==> src/tcls_config.svh <==
// Bus and counter widths shared by all TCLS files; the register map assumes 32-bit data
`ifndef TCLS_CONFIG_SVH
`define TCLS_CONFIG_SVH

// Bus side
`define TCLS_ADDR_W 32
`define TCLS_DATA_W 32
`define TCLS_BE_W 4

// Interrupt acknowledge id
`define TCLS_IRQ_ID_W 5

// Per-core mismatch counter, saturating
`define TCLS_CNT_W 8

// Register byte offsets up to 0x1F
`define TCLS_REG_ADDR_W 5

`endif
==> src/tcls_reg_pkg.sv <==
// Register map and recovery state types; offsets are byte addresses of 32-bit registers
`include "tcls_config.svh"

package tcls_reg_pkg;

  // Register byte offset
  typedef logic [`TCLS_REG_ADDR_W-1:0] reg_addr_t;

  // Mismatch count of one core
  typedef logic [`TCLS_CNT_W-1:0] cnt_t;

  // Recovery state, readable in REG_MODE bits 2:1
  typedef enum logic [1:0] {
    TCLS_RUN    = 2'd0,
    TCLS_UNLOAD = 2'd1,
    TCLS_RELOAD = 2'd2
  } tcls_mode_e;

  // Bit 0 setback enable, bit 1 reload setback enable
  localparam reg_addr_t REG_CONFIG    = 5'h00;
  // Bit 0 restore mode, bits 2:1 current state
  localparam reg_addr_t REG_MODE      = 5'h04;
  localparam reg_addr_t REG_SP_STORE  = 5'h08;
  // Any write clears the counter
  localparam reg_addr_t REG_MISMATCH0 = 5'h0C;
  localparam reg_addr_t REG_MISMATCH1 = 5'h10;
  localparam reg_addr_t REG_MISMATCH2 = 5'h14;

endpackage

==> src/tcls_bus_pkg.sv <==
// Bus-side vector types; widths come from tcls_config.svh and the core count is fixed at 3
`include "tcls_config.svh"

package tcls_bus_pkg;

  // One word address on the instruction and data bus
  typedef logic [`TCLS_ADDR_W-1:0] addr_t;

  // Data or instruction word, also used for the interrupt lines
  typedef logic [`TCLS_DATA_W-1:0] data_t;

  // Byte enables of a data access
  typedef logic [`TCLS_BE_W-1:0] be_t;

  // Acknowledged interrupt id
  typedef logic [`TCLS_IRQ_ID_W-1:0] irq_id_t;

  // Bit 0 is core a, bit 2 is core c
  typedef logic [2:0] core_mask_t;

endpackage

==> src/tcls_unit.sv <==
// Three-core lock-step top; voting and fan-out are combinational, no FPU port, no back-pressure
`timescale 1ns/1ps
`include "tcls_config.svh"

module tcls_unit (
  input  logic                                 clk_i,
  input  logic                                 rst_ni,
  // Register port
  input  logic                                 reg_req_i,
  input  logic                                 reg_we_i,
  input  tcls_reg_pkg::reg_addr_t              reg_addr_i,
  input  tcls_bus_pkg::data_t                  reg_wdata_i,
  output tcls_bus_pkg::data_t                  reg_rdata_o,
  // Interconnect side
  input  tcls_bus_pkg::data_t                  intc_irq_i,
  output logic                                 intc_irq_ack_o,
  output tcls_bus_pkg::irq_id_t                intc_irq_ack_id_o,
  output logic                                 intc_instr_req_o,
  output tcls_bus_pkg::addr_t                  intc_instr_addr_o,
  input  logic                                 intc_instr_gnt_i,
  input  tcls_bus_pkg::data_t                  intc_instr_rdata_i,
  input  logic                                 intc_instr_rvalid_i,
  input  logic                                 intc_instr_err_i,
  output logic                                 intc_data_req_o,
  output tcls_bus_pkg::addr_t                  intc_data_addr_o,
  output logic                                 intc_data_we_o,
  output tcls_bus_pkg::data_t                  intc_data_wdata_o,
  output tcls_bus_pkg::be_t                    intc_data_be_o,
  input  logic                                 intc_data_gnt_i,
  input  tcls_bus_pkg::data_t                  intc_data_rdata_i,
  input  logic                                 intc_data_rvalid_i,
  input  logic                                 intc_data_err_i,
  input  logic                                 intc_fetch_en_i,
  input  tcls_bus_pkg::addr_t                  intc_boot_addr_i,
  input  tcls_bus_pkg::data_t                  intc_hart_id_i,
  input  logic                                 intc_debug_req_i,
  // Core side, index is the core
  output tcls_bus_pkg::data_t   [2:0]          core_irq_o,
  input  logic                  [2:0]          core_irq_ack_i,
  input  tcls_bus_pkg::irq_id_t [2:0]          core_irq_ack_id_i,
  input  logic                  [2:0]          core_instr_req_i,
  input  tcls_bus_pkg::addr_t   [2:0]          core_instr_addr_i,
  output logic                  [2:0]          core_instr_gnt_o,
  output tcls_bus_pkg::data_t   [2:0]          core_instr_rdata_o,
  output logic                  [2:0]          core_instr_rvalid_o,
  output logic                  [2:0]          core_instr_err_o,
  input  logic                  [2:0]          core_data_req_i,
  input  tcls_bus_pkg::addr_t   [2:0]          core_data_addr_i,
  input  logic                  [2:0]          core_data_we_i,
  input  tcls_bus_pkg::data_t   [2:0]          core_data_wdata_i,
  input  tcls_bus_pkg::be_t     [2:0]          core_data_be_i,
  output logic                  [2:0]          core_data_gnt_o,
  output tcls_bus_pkg::data_t   [2:0]          core_data_rdata_o,
  output logic                  [2:0]          core_data_rvalid_o,
  output logic                  [2:0]          core_data_err_o,
  output logic                  [2:0]          core_fetch_en_o,
  output tcls_bus_pkg::addr_t   [2:0]          core_boot_addr_o,
  output tcls_bus_pkg::data_t   [2:0]          core_hart_id_o,
  output logic                  [2:0]          core_debug_req_o,
  output logic                  [2:0]          core_setback_o,
  output logic                                 mismatch_o,
  output logic                                 multi_mismatch_o
);

  import tcls_bus_pkg::*;
  import tcls_reg_pkg::*;

  // irq_ack, irq_ack_id, instr_req, instr_addr, data_req
  localparam int unsigned main_w = 1 + `TCLS_IRQ_ID_W + 1 + `TCLS_ADDR_W + 1;
  // data_addr, data_we, data_wdata, data_be
  localparam int unsigned data_w = `TCLS_ADDR_W + 1 + `TCLS_DATA_W + `TCLS_BE_W;

  logic [2:0][main_w-1:0] main_in;
  logic [2:0][data_w-1:0] data_in;
  logic      [main_w-1:0] main_vote;
  logic      [data_w-1:0] data_vote;
  core_mask_t             main_err_cba;
  core_mask_t             data_err_cba;
  core_mask_t             count_inc;
  tcls_mode_e             mode;
  logic                   setback_en;
  logic                   reload_setback_en;
  logic                   restore_mode;
  data_t                  sp_store;
  logic                   sp_zero_write;
  logic                   setback;

  for (genvar i = 0; i < 3; i++) begin : gen_pack
    assign main_in[i] = {core_irq_ack_i[i], core_irq_ack_id_i[i],
                         core_instr_req_i[i], core_instr_addr_i[i], core_data_req_i[i]};
    assign data_in[i] = {core_data_addr_i[i], core_data_we_i[i],
                         core_data_wdata_i[i], core_data_be_i[i]};
  end

  tcls_voter #(
    .Width ( main_w )
  ) u_main_voter (
    .a_i           ( main_in[0]   ),
    .b_i           ( main_in[1]   ),
    .c_i           ( main_in[2]   ),
    .majority_o    ( main_vote    ),
    .error_cba_o   ( main_err_cba ),
    .multi_error_o (              )
  );

  // Data fields only need to agree during a data request
  tcls_voter #(
    .Width ( data_w )
  ) u_data_voter (
    .a_i           ( data_in[0]   ),
    .b_i           ( data_in[1]   ),
    .c_i           ( data_in[2]   ),
    .majority_o    ( data_vote    ),
    .error_cba_o   ( data_err_cba ),
    .multi_error_o (              )
  );

  assign {intc_irq_ack_o, intc_irq_ack_id_o,
          intc_instr_req_o, intc_instr_addr_o, intc_data_req_o} = main_vote;
  assign {intc_data_addr_o, intc_data_we_o, intc_data_wdata_o, intc_data_be_o} = data_vote;

  tcls_regs u_regs (
    .clk_i               ( clk_i             ),
    .rst_ni              ( rst_ni            ),
    .reg_req_i           ( reg_req_i         ),
    .reg_we_i            ( reg_we_i          ),
    .reg_addr_i          ( reg_addr_i        ),
    .reg_wdata_i         ( reg_wdata_i       ),
    .reg_rdata_o         ( reg_rdata_o       ),
    .mode_i              ( mode              ),
    .count_inc_i         ( count_inc         ),
    .setback_en_o        ( setback_en        ),
    .reload_setback_en_o ( reload_setback_en ),
    .restore_mode_o      ( restore_mode      ),
    .sp_store_o          ( sp_store          ),
    .sp_zero_write_o     ( sp_zero_write     )
  );

  tcls_recovery_fsm u_recovery_fsm (
    .clk_i               ( clk_i             ),
    .rst_ni              ( rst_ni            ),
    .fetch_en_i          ( intc_fetch_en_i   ),
    .main_err_cba_i      ( main_err_cba      ),
    .data_err_cba_i      ( data_err_cba      ),
    .data_req_i          ( intc_data_req_o   ),
    .setback_en_i        ( setback_en        ),
    .reload_setback_en_i ( reload_setback_en ),
    .restore_mode_i      ( restore_mode      ),
    .sp_store_i          ( sp_store          ),
    .sp_zero_write_i     ( sp_zero_write     ),
    .mode_o              ( mode              ),
    .count_inc_o         ( count_inc         ),
    .mismatch_o          ( mismatch_o        ),
    .multi_mismatch_o    ( multi_mismatch_o  ),
    .setback_o           ( setback           )
  );

  // Responses and control go to all three cores unchanged
  assign core_irq_o          = {3{intc_irq_i}};
  assign core_instr_gnt_o    = {3{intc_instr_gnt_i}};
  assign core_instr_rdata_o  = {3{intc_instr_rdata_i}};
  assign core_instr_rvalid_o = {3{intc_instr_rvalid_i}};
  assign core_instr_err_o    = {3{intc_instr_err_i}};
  assign core_data_gnt_o     = {3{intc_data_gnt_i}};
  assign core_data_rdata_o   = {3{intc_data_rdata_i}};
  assign core_data_rvalid_o  = {3{intc_data_rvalid_i}};
  assign core_data_err_o     = {3{intc_data_err_i}};
  assign core_fetch_en_o     = {3{intc_fetch_en_i}};
  assign core_boot_addr_o    = {3{intc_boot_addr_i}};
  assign core_hart_id_o      = {3{intc_hart_id_i}};
  assign core_debug_req_o    = {3{intc_debug_req_i}};
  assign core_setback_o      = {3{setback}};

endmodule

==> src/tcls_recovery_fsm.sv <==
// Recovery FSM; blame counting and flags are combinational, setback is a one-cycle registered pulse
`timescale 1ns/1ps

module tcls_recovery_fsm (
  input  logic                     clk_i,
  input  logic                     rst_ni,
  input  logic                     fetch_en_i,
  input  tcls_bus_pkg::core_mask_t main_err_cba_i,
  input  tcls_bus_pkg::core_mask_t data_err_cba_i,
  input  logic                     data_req_i,
  input  logic                     setback_en_i,
  input  logic                     reload_setback_en_i,
  input  logic                     restore_mode_i,
  input  tcls_bus_pkg::data_t      sp_store_i,
  input  logic                     sp_zero_write_i,
  output tcls_reg_pkg::tcls_mode_e mode_o,
  output tcls_bus_pkg::core_mask_t count_inc_o,
  output logic                     mismatch_o,
  output logic                     multi_mismatch_o,
  output logic                     setback_o
);

  import tcls_bus_pkg::*;
  import tcls_reg_pkg::*;

  core_mask_t blame;
  tcls_mode_e mode_d, mode_q;
  logic       setback_d, setback_q;

  // Data bus fields only matter while a data request is voted
  assign blame = main_err_cba_i | (data_req_i ? data_err_cba_i : 3'b000);

  assign mismatch_o       = (blame != 3'b000);
  assign multi_mismatch_o = (blame[0] & blame[1]) | (blame[0] & blame[2]) | (blame[1] & blame[2]);

  // Blames are counted only while running
  assign count_inc_o = (mode_q == TCLS_RUN) ? blame : 3'b000;

  always_comb begin
    mode_d    = mode_q;
    setback_d = 1'b0;
    case (mode_q)
      TCLS_RUN: begin
        if (mismatch_o && !restore_mode_i) begin
          mode_d = TCLS_UNLOAD;
        end
      end
      TCLS_UNLOAD: begin
        // Software has saved state once sp_store turns nonzero
        if (sp_store_i != '0) begin
          mode_d    = TCLS_RELOAD;
          setback_d = setback_en_i;
        end
      end
      TCLS_RELOAD: begin
        if (sp_store_i == '0) begin
          mode_d = TCLS_RUN;
        end else if (mismatch_o && setback_en_i && reload_setback_en_i && !sp_zero_write_i) begin
          setback_d = 1'b1;
        end
      end
      default: mode_d = TCLS_RUN;
    endcase
    // Cores halted, so there is nothing to recover
    if (!fetch_en_i) begin
      mode_d    = TCLS_RUN;
      setback_d = 1'b0;
    end
  end

  always_ff @(posedge clk_i or negedge rst_ni) begin
    if (!rst_ni) begin
      mode_q    <= TCLS_RUN;
      setback_q <= 1'b0;
    end else begin
      mode_q    <= mode_d;
      setback_q <= setback_d;
    end
  end

  assign mode_o    = mode_q;
  assign setback_o = setback_q;

  // A setback only follows a step into or within reload
  assert property (@(posedge clk_i) disable iff (!rst_ni)
    setback_q |-> (mode_q == TCLS_RELOAD))
    else $error("setback pulsed outside reload");

endmodule

==> src/tcls_regs.sv <==
// Register block without handshake; writes need req and we high, reads are combinational
`timescale 1ns/1ps

module tcls_regs (
  input  logic                      clk_i,
  input  logic                      rst_ni,
  input  logic                      reg_req_i,
  input  logic                      reg_we_i,
  input  tcls_reg_pkg::reg_addr_t   reg_addr_i,
  input  tcls_bus_pkg::data_t       reg_wdata_i,
  output tcls_bus_pkg::data_t       reg_rdata_o,
  input  tcls_reg_pkg::tcls_mode_e  mode_i,
  input  tcls_bus_pkg::core_mask_t  count_inc_i,
  output logic                      setback_en_o,
  output logic                      reload_setback_en_o,
  output logic                      restore_mode_o,
  output tcls_bus_pkg::data_t       sp_store_o,
  output logic                      sp_zero_write_o
);

  import tcls_bus_pkg::*;
  import tcls_reg_pkg::*;

  localparam cnt_t cnt_max = '1;

  logic       wr_en;
  logic       setback_en_q;
  logic       reload_setback_en_q;
  logic       restore_mode_q;
  data_t      sp_store_q;
  cnt_t       cnt_q [3];
  core_mask_t cnt_clr;

  assign wr_en = reg_req_i & reg_we_i;

  // Counter clears, one per core
  assign cnt_clr[0] = wr_en && (reg_addr_i == REG_MISMATCH0);
  assign cnt_clr[1] = wr_en && (reg_addr_i == REG_MISMATCH1);
  assign cnt_clr[2] = wr_en && (reg_addr_i == REG_MISMATCH2);

  assign sp_zero_write_o = wr_en && (reg_addr_i == REG_SP_STORE) && (reg_wdata_i == '0);

  always_ff @(posedge clk_i or negedge rst_ni) begin
    if (!rst_ni) begin
      setback_en_q        <= 1'b0;
      reload_setback_en_q <= 1'b0;
      restore_mode_q      <= 1'b0;
      sp_store_q          <= '0;
      for (int i = 0; i < 3; i++) begin
        cnt_q[i] <= '0;
      end
    end else begin
      if (wr_en && reg_addr_i == REG_CONFIG) begin
        setback_en_q        <= reg_wdata_i[0];
        reload_setback_en_q <= reg_wdata_i[1];
      end
      // State bits of REG_MODE are read only
      if (wr_en && reg_addr_i == REG_MODE) begin
        restore_mode_q <= reg_wdata_i[0];
      end
      if (wr_en && reg_addr_i == REG_SP_STORE) begin
        sp_store_q <= reg_wdata_i;
      end
      // A clear wins over an increment in the same cycle
      for (int i = 0; i < 3; i++) begin
        if (cnt_clr[i]) begin
          cnt_q[i] <= '0;
        end else if (count_inc_i[i] && cnt_q[i] != cnt_max) begin
          cnt_q[i] <= cnt_q[i] + 1'b1;
        end
      end
    end
  end

  always_comb begin
    case (reg_addr_i)
      REG_CONFIG:    reg_rdata_o = data_t'({reload_setback_en_q, setback_en_q});
      REG_MODE:      reg_rdata_o = data_t'({mode_i, restore_mode_q});
      REG_SP_STORE:  reg_rdata_o = sp_store_q;
      REG_MISMATCH0: reg_rdata_o = data_t'(cnt_q[0]);
      REG_MISMATCH1: reg_rdata_o = data_t'(cnt_q[1]);
      REG_MISMATCH2: reg_rdata_o = data_t'(cnt_q[2]);
      default:       reg_rdata_o = '0;
    endcase
  end

  assign setback_en_o        = setback_en_q;
  assign reload_setback_en_o = reload_setback_en_q;
  assign restore_mode_o      = restore_mode_q;
  assign sp_store_o          = sp_store_q;

  // A saturated counter only leaves its maximum through a clear
  for (genvar i = 0; i < 3; i++) begin : gen_sat_chk
    assert property (@(posedge clk_i) disable iff (!rst_ni)
      (cnt_q[i] == cnt_max) && !cnt_clr[i] |=> (cnt_q[i] == cnt_max))
      else $error("mismatch counter %0d wrapped", i);
  end

endmodule

==> src/tcls_voter.sv <==
// Purely combinational 2-of-3 voter; blame and multi-error flags settle in the same cycle
`timescale 1ns/1ps

module tcls_voter #(
  parameter int unsigned Width = 1
) (
  input  logic [Width-1:0]         a_i,
  input  logic [Width-1:0]         b_i,
  input  logic [Width-1:0]         c_i,
  output logic [Width-1:0]         majority_o,
  output tcls_bus_pkg::core_mask_t error_cba_o,
  output logic                     multi_error_o
);

  // Bitwise majority of the three inputs
  assign majority_o = (a_i & b_i) | (a_i & c_i) | (b_i & c_i);

  // An input is blamed if any of its bits was outvoted
  assign error_cba_o[0] = (a_i != majority_o);
  assign error_cba_o[1] = (b_i != majority_o);
  assign error_cba_o[2] = (c_i != majority_o);

  // Two or more inputs outvoted, each in different bits
  assign multi_error_o = (error_cba_o[0] & error_cba_o[1]) |
                         (error_cba_o[0] & error_cba_o[2]) |
                         (error_cba_o[1] & error_cba_o[2]);

endmodule

==> config.mk <==
export PLATFORM = sky130hd
export DESIGN_NAME = tcls_unit
export DESIGN_NICKNAME = d
export VERILOG_FILES = /design/src/tcls_reg_pkg.sv /design/src/tcls_bus_pkg.sv /design/src/tcls_unit.sv /design/src/tcls_recovery_fsm.sv /design/src/tcls_regs.sv /design/src/tcls_voter.sv
export VERILOG_INCLUDE_DIRS = /design/src /design/src/src
export SDC_FILE = /design/constraint.sdc
export NUM_CORES = 1
export LEC_CHECK = 0
export BUFFER_PORTS_ARGS = -buffer_cell sky130_fd_sc_hd__buf_2
export CAP_MARGIN = 10
export CORE_AREA = 2 2 468 470
export DETAILED_ROUTE_END_ITERATION = 16
export DIE_AREA = 0 0 470 472
export PLACE_DENSITY = 0.3
export SLEW_MARGIN = 10
export SYNTH_ARGS = -nofsm -noshare
export SYNTH_HDL_FRONTEND = slang
export SYNTH_SLANG_ARGS = --single-unit
==> constraint.sdc <==
create_clock -name clk_i -period 2.2 [get_ports clk_i]
set_clock_uncertainty 0.2 [all_clocks]
set_input_delay 0.11 -clock clk_i [delete_from_list [all_inputs] [get_ports clk_i]]
set_output_delay 0.11 -clock clk_i [all_outputs]
set_load 0.1 [all_outputs]
Word-level counts from Yosys, hierarchy flattened. Index checks and enable logic that the tools add are counted.

Register bits after elaboration: 62. Memories kept: 0. Output and inout bits: 650. Memory bits (writable): 0. Bits in latches: 0. Input port bits: 536. Memory bits (read-only): 0.

Muxes and demuxes: 19. Eq/ne operators: 19. Add/sub/neg operators: 3. Div/mod/pow operators: 0. $mul: 0. Reductions and logical operators: 26. Order comparisons: 0. Shift operators: 0. Bitwise gates (word level): 17.

Operators with widths (number): $and A69 B69 Y69 (3); $ne A69 B69 Y1 (3); $pmux W32 S6 (1); $or A69 B69 Y69 (2); $and A40 B40 Y40 (3); $ne A40 B40 Y1 (3); $or A40 B40 Y40 (2); $logic_not A32 Y1 (2); $mux W8 (6); $reduce_bool A32 Y1 (1); $add A8 B1 Y8 const B (3); $ne A8 B8 Y1 const B (3); $logic_and A1 B1 Y1 (14); $eq A5 B4 Y1 const B (2); $eq A5 B5 Y1 const B (2); $mux W2 (4); $mux W3 (2); $ne A3 B2 Y1 const B (2); $pmux W2 S3 (1); $reduce_bool A2 Y1 (3); $eq A5 B3 Y1 const B (1); $logic_not A5 Y1 (1); $and A1 B1 Y1 (4); $mux W1 (4); other kinds (10) (12).

Depth between registers and ports, before layout.
Depth in word-level cells: 14. Depth in mapped cells: 8. Mapped depth without buffers: 8.

By module. A second synthesis with hierarchy kept.

Cell total of the unflattened synthesis: 1993. Area, all modules: 14063.5 um^2.

Modules (own cells, without submodules): tcls_voter at u_data_voter (sequential area each 0.0 um^2, cells an instance 747, area an instance 4160.2 um^2, times used 1); tcls_unit (sequential area each 0.0 um^2, cells an instance 507, area an instance 3806.2 um^2, times used 1); tcls_regs (sequential area each 1476.4 um^2, cells an instance 284, area an instance 3223.1 um^2, times used 1); tcls_voter at u_main_voter (sequential area each 0.0 um^2, cells an instance 409, area an instance 2502.4 um^2, times used 1); tcls_recovery_fsm (sequential area each 75.1 um^2, cells an instance 46, area an instance 371.6 um^2, times used 1).

Least setup slack after synthesis. Ideal clock, no wire load.

Path type: input-to-output. From: input reg_addr_i[4]. To: output reg_rdata_o[0]. Stages on the path: 4. Arrival time: 3.323 ns. Required time: 1.890 ns. Path slack: -1.433 ns. Cell sequence: clkbuf_1 -> or4b_2 -> clkbuf_1 -> o21ai_0.

Longest elaborated chain between the ends: 2.

Ends and longest elaborated chain: from (decl) (RTL line tcls_unit.sv:11) `input tcls_reg_pkg::reg_addr_t reg_addr_i,`; $eq A5 B5 Y1 (tied with other cells) (RTL line tcls_regs.sv:76) `case (reg_addr_i)`; $pmux W32 S6 (*) (RTL line tcls_regs.sv:76); to (decl) (RTL line tcls_unit.sv:13) `output tcls_bus_pkg::data_t reg_rdata_o,`.

Every way passes the cells marked *; elsewhere a longest branch is shown, timed or not.

Worst setup path in the final report.
From: input core_data_addr_i[68] in the netlist's numbering. To: output mismatch_o.

Longest elaborated chain between the ends: 7.

Ends and longest elaborated chain: from (decl) (RTL line tcls_unit.sv:48) `input tcls_bus_pkg::addr_t [2:0] core_data_addr_i,`; $and A69 B69 Y69 (RTL line tcls_voter.sv:16) `assign majority_o = (a_i & b_i) | (a_i & c_i) | (b_i & c_i);`; $or A69 B69 Y69 (2 in series) (RTL line tcls_voter.sv:16); $ne A69 B69 Y1 (on tied branches) (RTL line tcls_voter.sv:19, tcls_voter.sv:20, tcls_voter.sv:21); $mux W3 (*) (RTL line tcls_recovery_fsm.sv:31) `assign blame = main_err_cba_i | (data_req_i ? data_err_cba_i : 3'b000);`; $or A3 B3 Y3 (*) (RTL line tcls_recovery_fsm.sv:31); $reduce_bool A3 Y1 (*) (RTL line tcls_recovery_fsm.sv:33) `assign mismatch_o = (blame != 3'b000);`; to (decl) (RTL line tcls_unit.sv:61) `output logic mismatch_o,`.

Marked as above.

==> impl_results.md <==
* Distinct cell type count after synthesis at 56
* Predominant post-synthesis flop cell: sky130_fd_sc_hd__dfrtp_1
* Fill cell count at 25200
* Cell type contributing the most total cell area after synthesis: sky130_fd_sc_hd__buf_4
* Count of clock tree sinks at 62
* Data arrival time of the worst path at 2.63 ns
* Buffers added on ports at 517
* Seq. cell area at 0.00155 sq mm
* Outcome: finished, violations left
* Placeable core region at 0.217 sq mm
* Yosys synthesis warning count at 0
* Slew of the pin with the lowest slew margin at 0.984 ns
* Number of register bits inferred by synthesis at 62
* Area of the die at 0.222 sq mm
* Num rows at 171
* Class of the tightest hold or removal check: in -> out
* Maximum buffer depth of the clock tree at 2
* Placed wire-length estimate after detailed placement at 126000 um
* Smallest setup slack after layout at -0.738 ns
* Total number of H-tree levels at 3
* First-pass DRT Iterations at 4
* Wire length after detailed routing at 136000 um
* Post-route fraction of the period consumed by the critical path at 134%
* Max-slew violation count at 0
* Share of the synthesized area in the top cell type at 26.4%
* Pleak at 9.80 nW
* DRC violations left at 0
* Most frequent cells in the layout: sky130_fd_sc_hd__buf_4 (548), sky130_fd_sc_hd__buf_2 (435), sky130_fd_sc_hd__nor2_1 (237)
* Pwr per Cell Area at 430 mW/mm^2
* All-Layer GR Usage at 11.6%
* Later-pin clock latency in the skew report at 0.34 ns
* Ranking of synthesized cells by area: sky130_fd_sc_hd__buf_4 (26%), sky130_fd_sc_hd__dfrtp_1 (11%), sky130_fd_sc_hd__nand3b_1 (6.5%)
* Ports at 1186
* TritonCTS clock tree: done
* # setup viols final at 29
* Remaining max-slew budget at the tightest pin at 34.0%
* Failing checks: setup timing
* Period minus WS final at 2.94 ns
* Initial antenna violation count at 59
* Largest net degree at the start of global routing at 63
* Maximum achievable frequency at 340 MHz
* Category of the worst setup path capture point: primary output
* Clock Tree Root: sky130_fd_sc_hd__clkbuf_16
* Wire length of the first global-routing pass at 170000 um
* Final hold violation count at 0
* Tightest hold margin at 0.0201 ns
* Effective utilization at floorplan at 6.65%
* Area overhead of the layout relative to synthesis at 67.2%
* Mean instance size in the synthesized netlist at 7.35 sq um
* Layout cells sized above 1 at 54.4%
* Via count of the first global-routing pass at 16600
* Gpl congestion at 0.818
* Critical path start-end classification: in -> out
* MaxCap Viol Count at 0
* Routed vias/inst at 3.08
* DRT antenna net count at 0
* DR iter-0 viols at 619
* EDFF count, synth at 0
* Cell area after synthesis at 0.0144 sq mm
* PnR Total Power at 10.3 mW
* TritonCTS buffer count at 9
* Number of nets in the layout at 3128
* Post-placement setup slack at -1.60 ns
* Required @ worst endpoint at 1.89 ns
* Critical path launch point type: primary input
* Cells after synthesis at 1959
* RSZ-0062 raised after global routing: yes
* Synthesized Nets at 2502
* Die Ht at 472 um
* Async set-reset flop share out of synthesis at 100%
* Utilization after layout at 11.1%
* Worst-case vdd ir drop at 0.307 mV
* Worst-path fanout max at 3
* Commonest non-fill, non-tap cell in the layout: sky130_fd_sc_hd__buf_4
* Average wire per cell in the routed design at 24.9 um
* Number of vias after detailed routing at 16800
* Horizontal die dimension at 470 um
* Share of synthesized area occupied by flip-flops and latches at 10.8%
* Multi-input gate area in the final layout at 0.00997 sq mm
* Gr ovfl total at 0
-- per-stage QoR --
stage | std cells | TNS, ns | cell area [sq um]
2_1_floorplan | 1959 | -3.99 | 14600
3_3_place_gp | 5384 | -59.56 | 22200
3_5_place_dp | 5387 | -38.30 | 22300
4_1_cts | 5441 | -15.38 | 23300
5_1_grt | 5443 | -13.98 | 24100
6_report | 5446 | -10.85 | 24100
-- critical path, cell delays in order --
cell	delay (ns)
sky130_fd_sc_hd__buf_12	0.10
sky130_fd_sc_hd__and3b_2	0.22
sky130_fd_sc_hd__nor4_4	0.38
sky130_fd_sc_hd__buf_6	0.19
sky130_fd_sc_hd__nand4_1	0.11
sky130_fd_sc_hd__or4_4	0.60
sky130_fd_sc_hd__o31ai_4	0.24
sky130_fd_sc_hd__buf_12	0.16
sky130_fd_sc_hd__nand2_8	0.06
sky130_fd_sc_hd__or2_4	0.25
sky130_fd_sc_hd__buf_12	0.17
-- repair_timing --
item / in CTS / in global routing
hold buffers: 34 / 0
setup buffers: 8 / 10
gates cloned: 0 / 0
hold endpoints to repair: 100 / 0
resized for setup: 76 / 157
pin swaps: 28 / 41
setup endpoints to repair: 29 / 29
-- flip-flops by register name, summed over array words and instances, names as in the netlist --
| name | count |
|---|---|
| u_recovery_fsm.mode_o | 2 |
| u_recovery_fsm.setback_o | 1 |
| u_regs.cnt_q | 24 |
| u_regs.reload_setback_en_o | 1 |
| u_regs.restore_mode_o | 1 |
| u_regs.setback_en_o | 1 |
| u_regs.sp_store_o | 32 |
-- routing by layer --
layer  track usage [%]  vias up  routed length (um)
met2              20.7     1066               66000
li1                  -     7912                   -
met5             0.173        -                  56
met1              11.1     7587               45600
met3              7.96      201               20700
met4              2.09        6                3230
-- kinds of logic after synthesis --
family | count (synthesis) | share of synthesized area, %
and+or+nand+nor | 888 | 38.2
buffers and inverters | 544 | 27.4
AOI/OAI and AO/OA | 378 | 17.1
muxes | 62 | 4.79
DFF | 62 | 10.8
xor gates and xnor gates | 16 | 0.973
adders and majority gates | 9 | 0.747
-- synthesized netlist by cell type, drive strengths merged (7+ instances only) --
cell type and instances:
and3b 54, nor2b 22, o21ai 42, a21o 12, nand3b 125, inv 27, o22ai 57, nor3b 73
a2111oi 10, mux2i 25, dfrtp 62, nor2 240, o21a 100, or3b 104, nand2b 19, a221oi 8
o2111ai 7, nand2 39, buf 508, nor4 72, ha 7, and2 25, a21oi 116, xnor2 10
clkbuf 9, mux2 35, nand4 75, nand3 21
-- final timing paths --
path / cells after the start / end / slack [ns] / from
worst min register to register: 1 / u_regs.sp_store_o[10]$_DFFE_PN0P_ / 0.32 / u_regs.sp_store_o[10]$_DFFE_PN0P_
max in group asynchronous: 3 / u_regs.cnt_q[8]$_DFFE_PN0P_ / 1.36 / rst_ni
worst min-delay path: 0 / core_data_rvalid_o[2] / 0.02 / intc_data_rvalid_i
worst max register to register: 9 / u_recovery_fsm.mode_o[1]$_DFFE_PN0P_ / -0.22 / u_regs.sp_store_o[23]$_DFFE_PN0P_
worst max-delay path: 11 / mismatch_o / -0.74 / core_data_addr_i[68]
min in group asynchronous: 3 / u_regs.sp_store_o[17]$_DFFE_PN0P_ / 0.12 / rst_ni
-- power by group --
part,switching [mW],leakage (nW),internal (mW)
clock network,0.530,0.133,0.818
logic,4.31,8.88,2.82
registers,0.383,0.787,1.48
-- layout make-up --
cell class,instances,share of cell area [%]
sequential,62,6.45
clock buffer,14,1.10
inverter,27,0.421
timing repair buffer,1132,35.7
tap,2854,14.8
clock inverter,1,0.0208
multi-input combinational,1353,41.4
antenna,3,0.0312
Note: power is estimated with default switching activity, not from simulation.
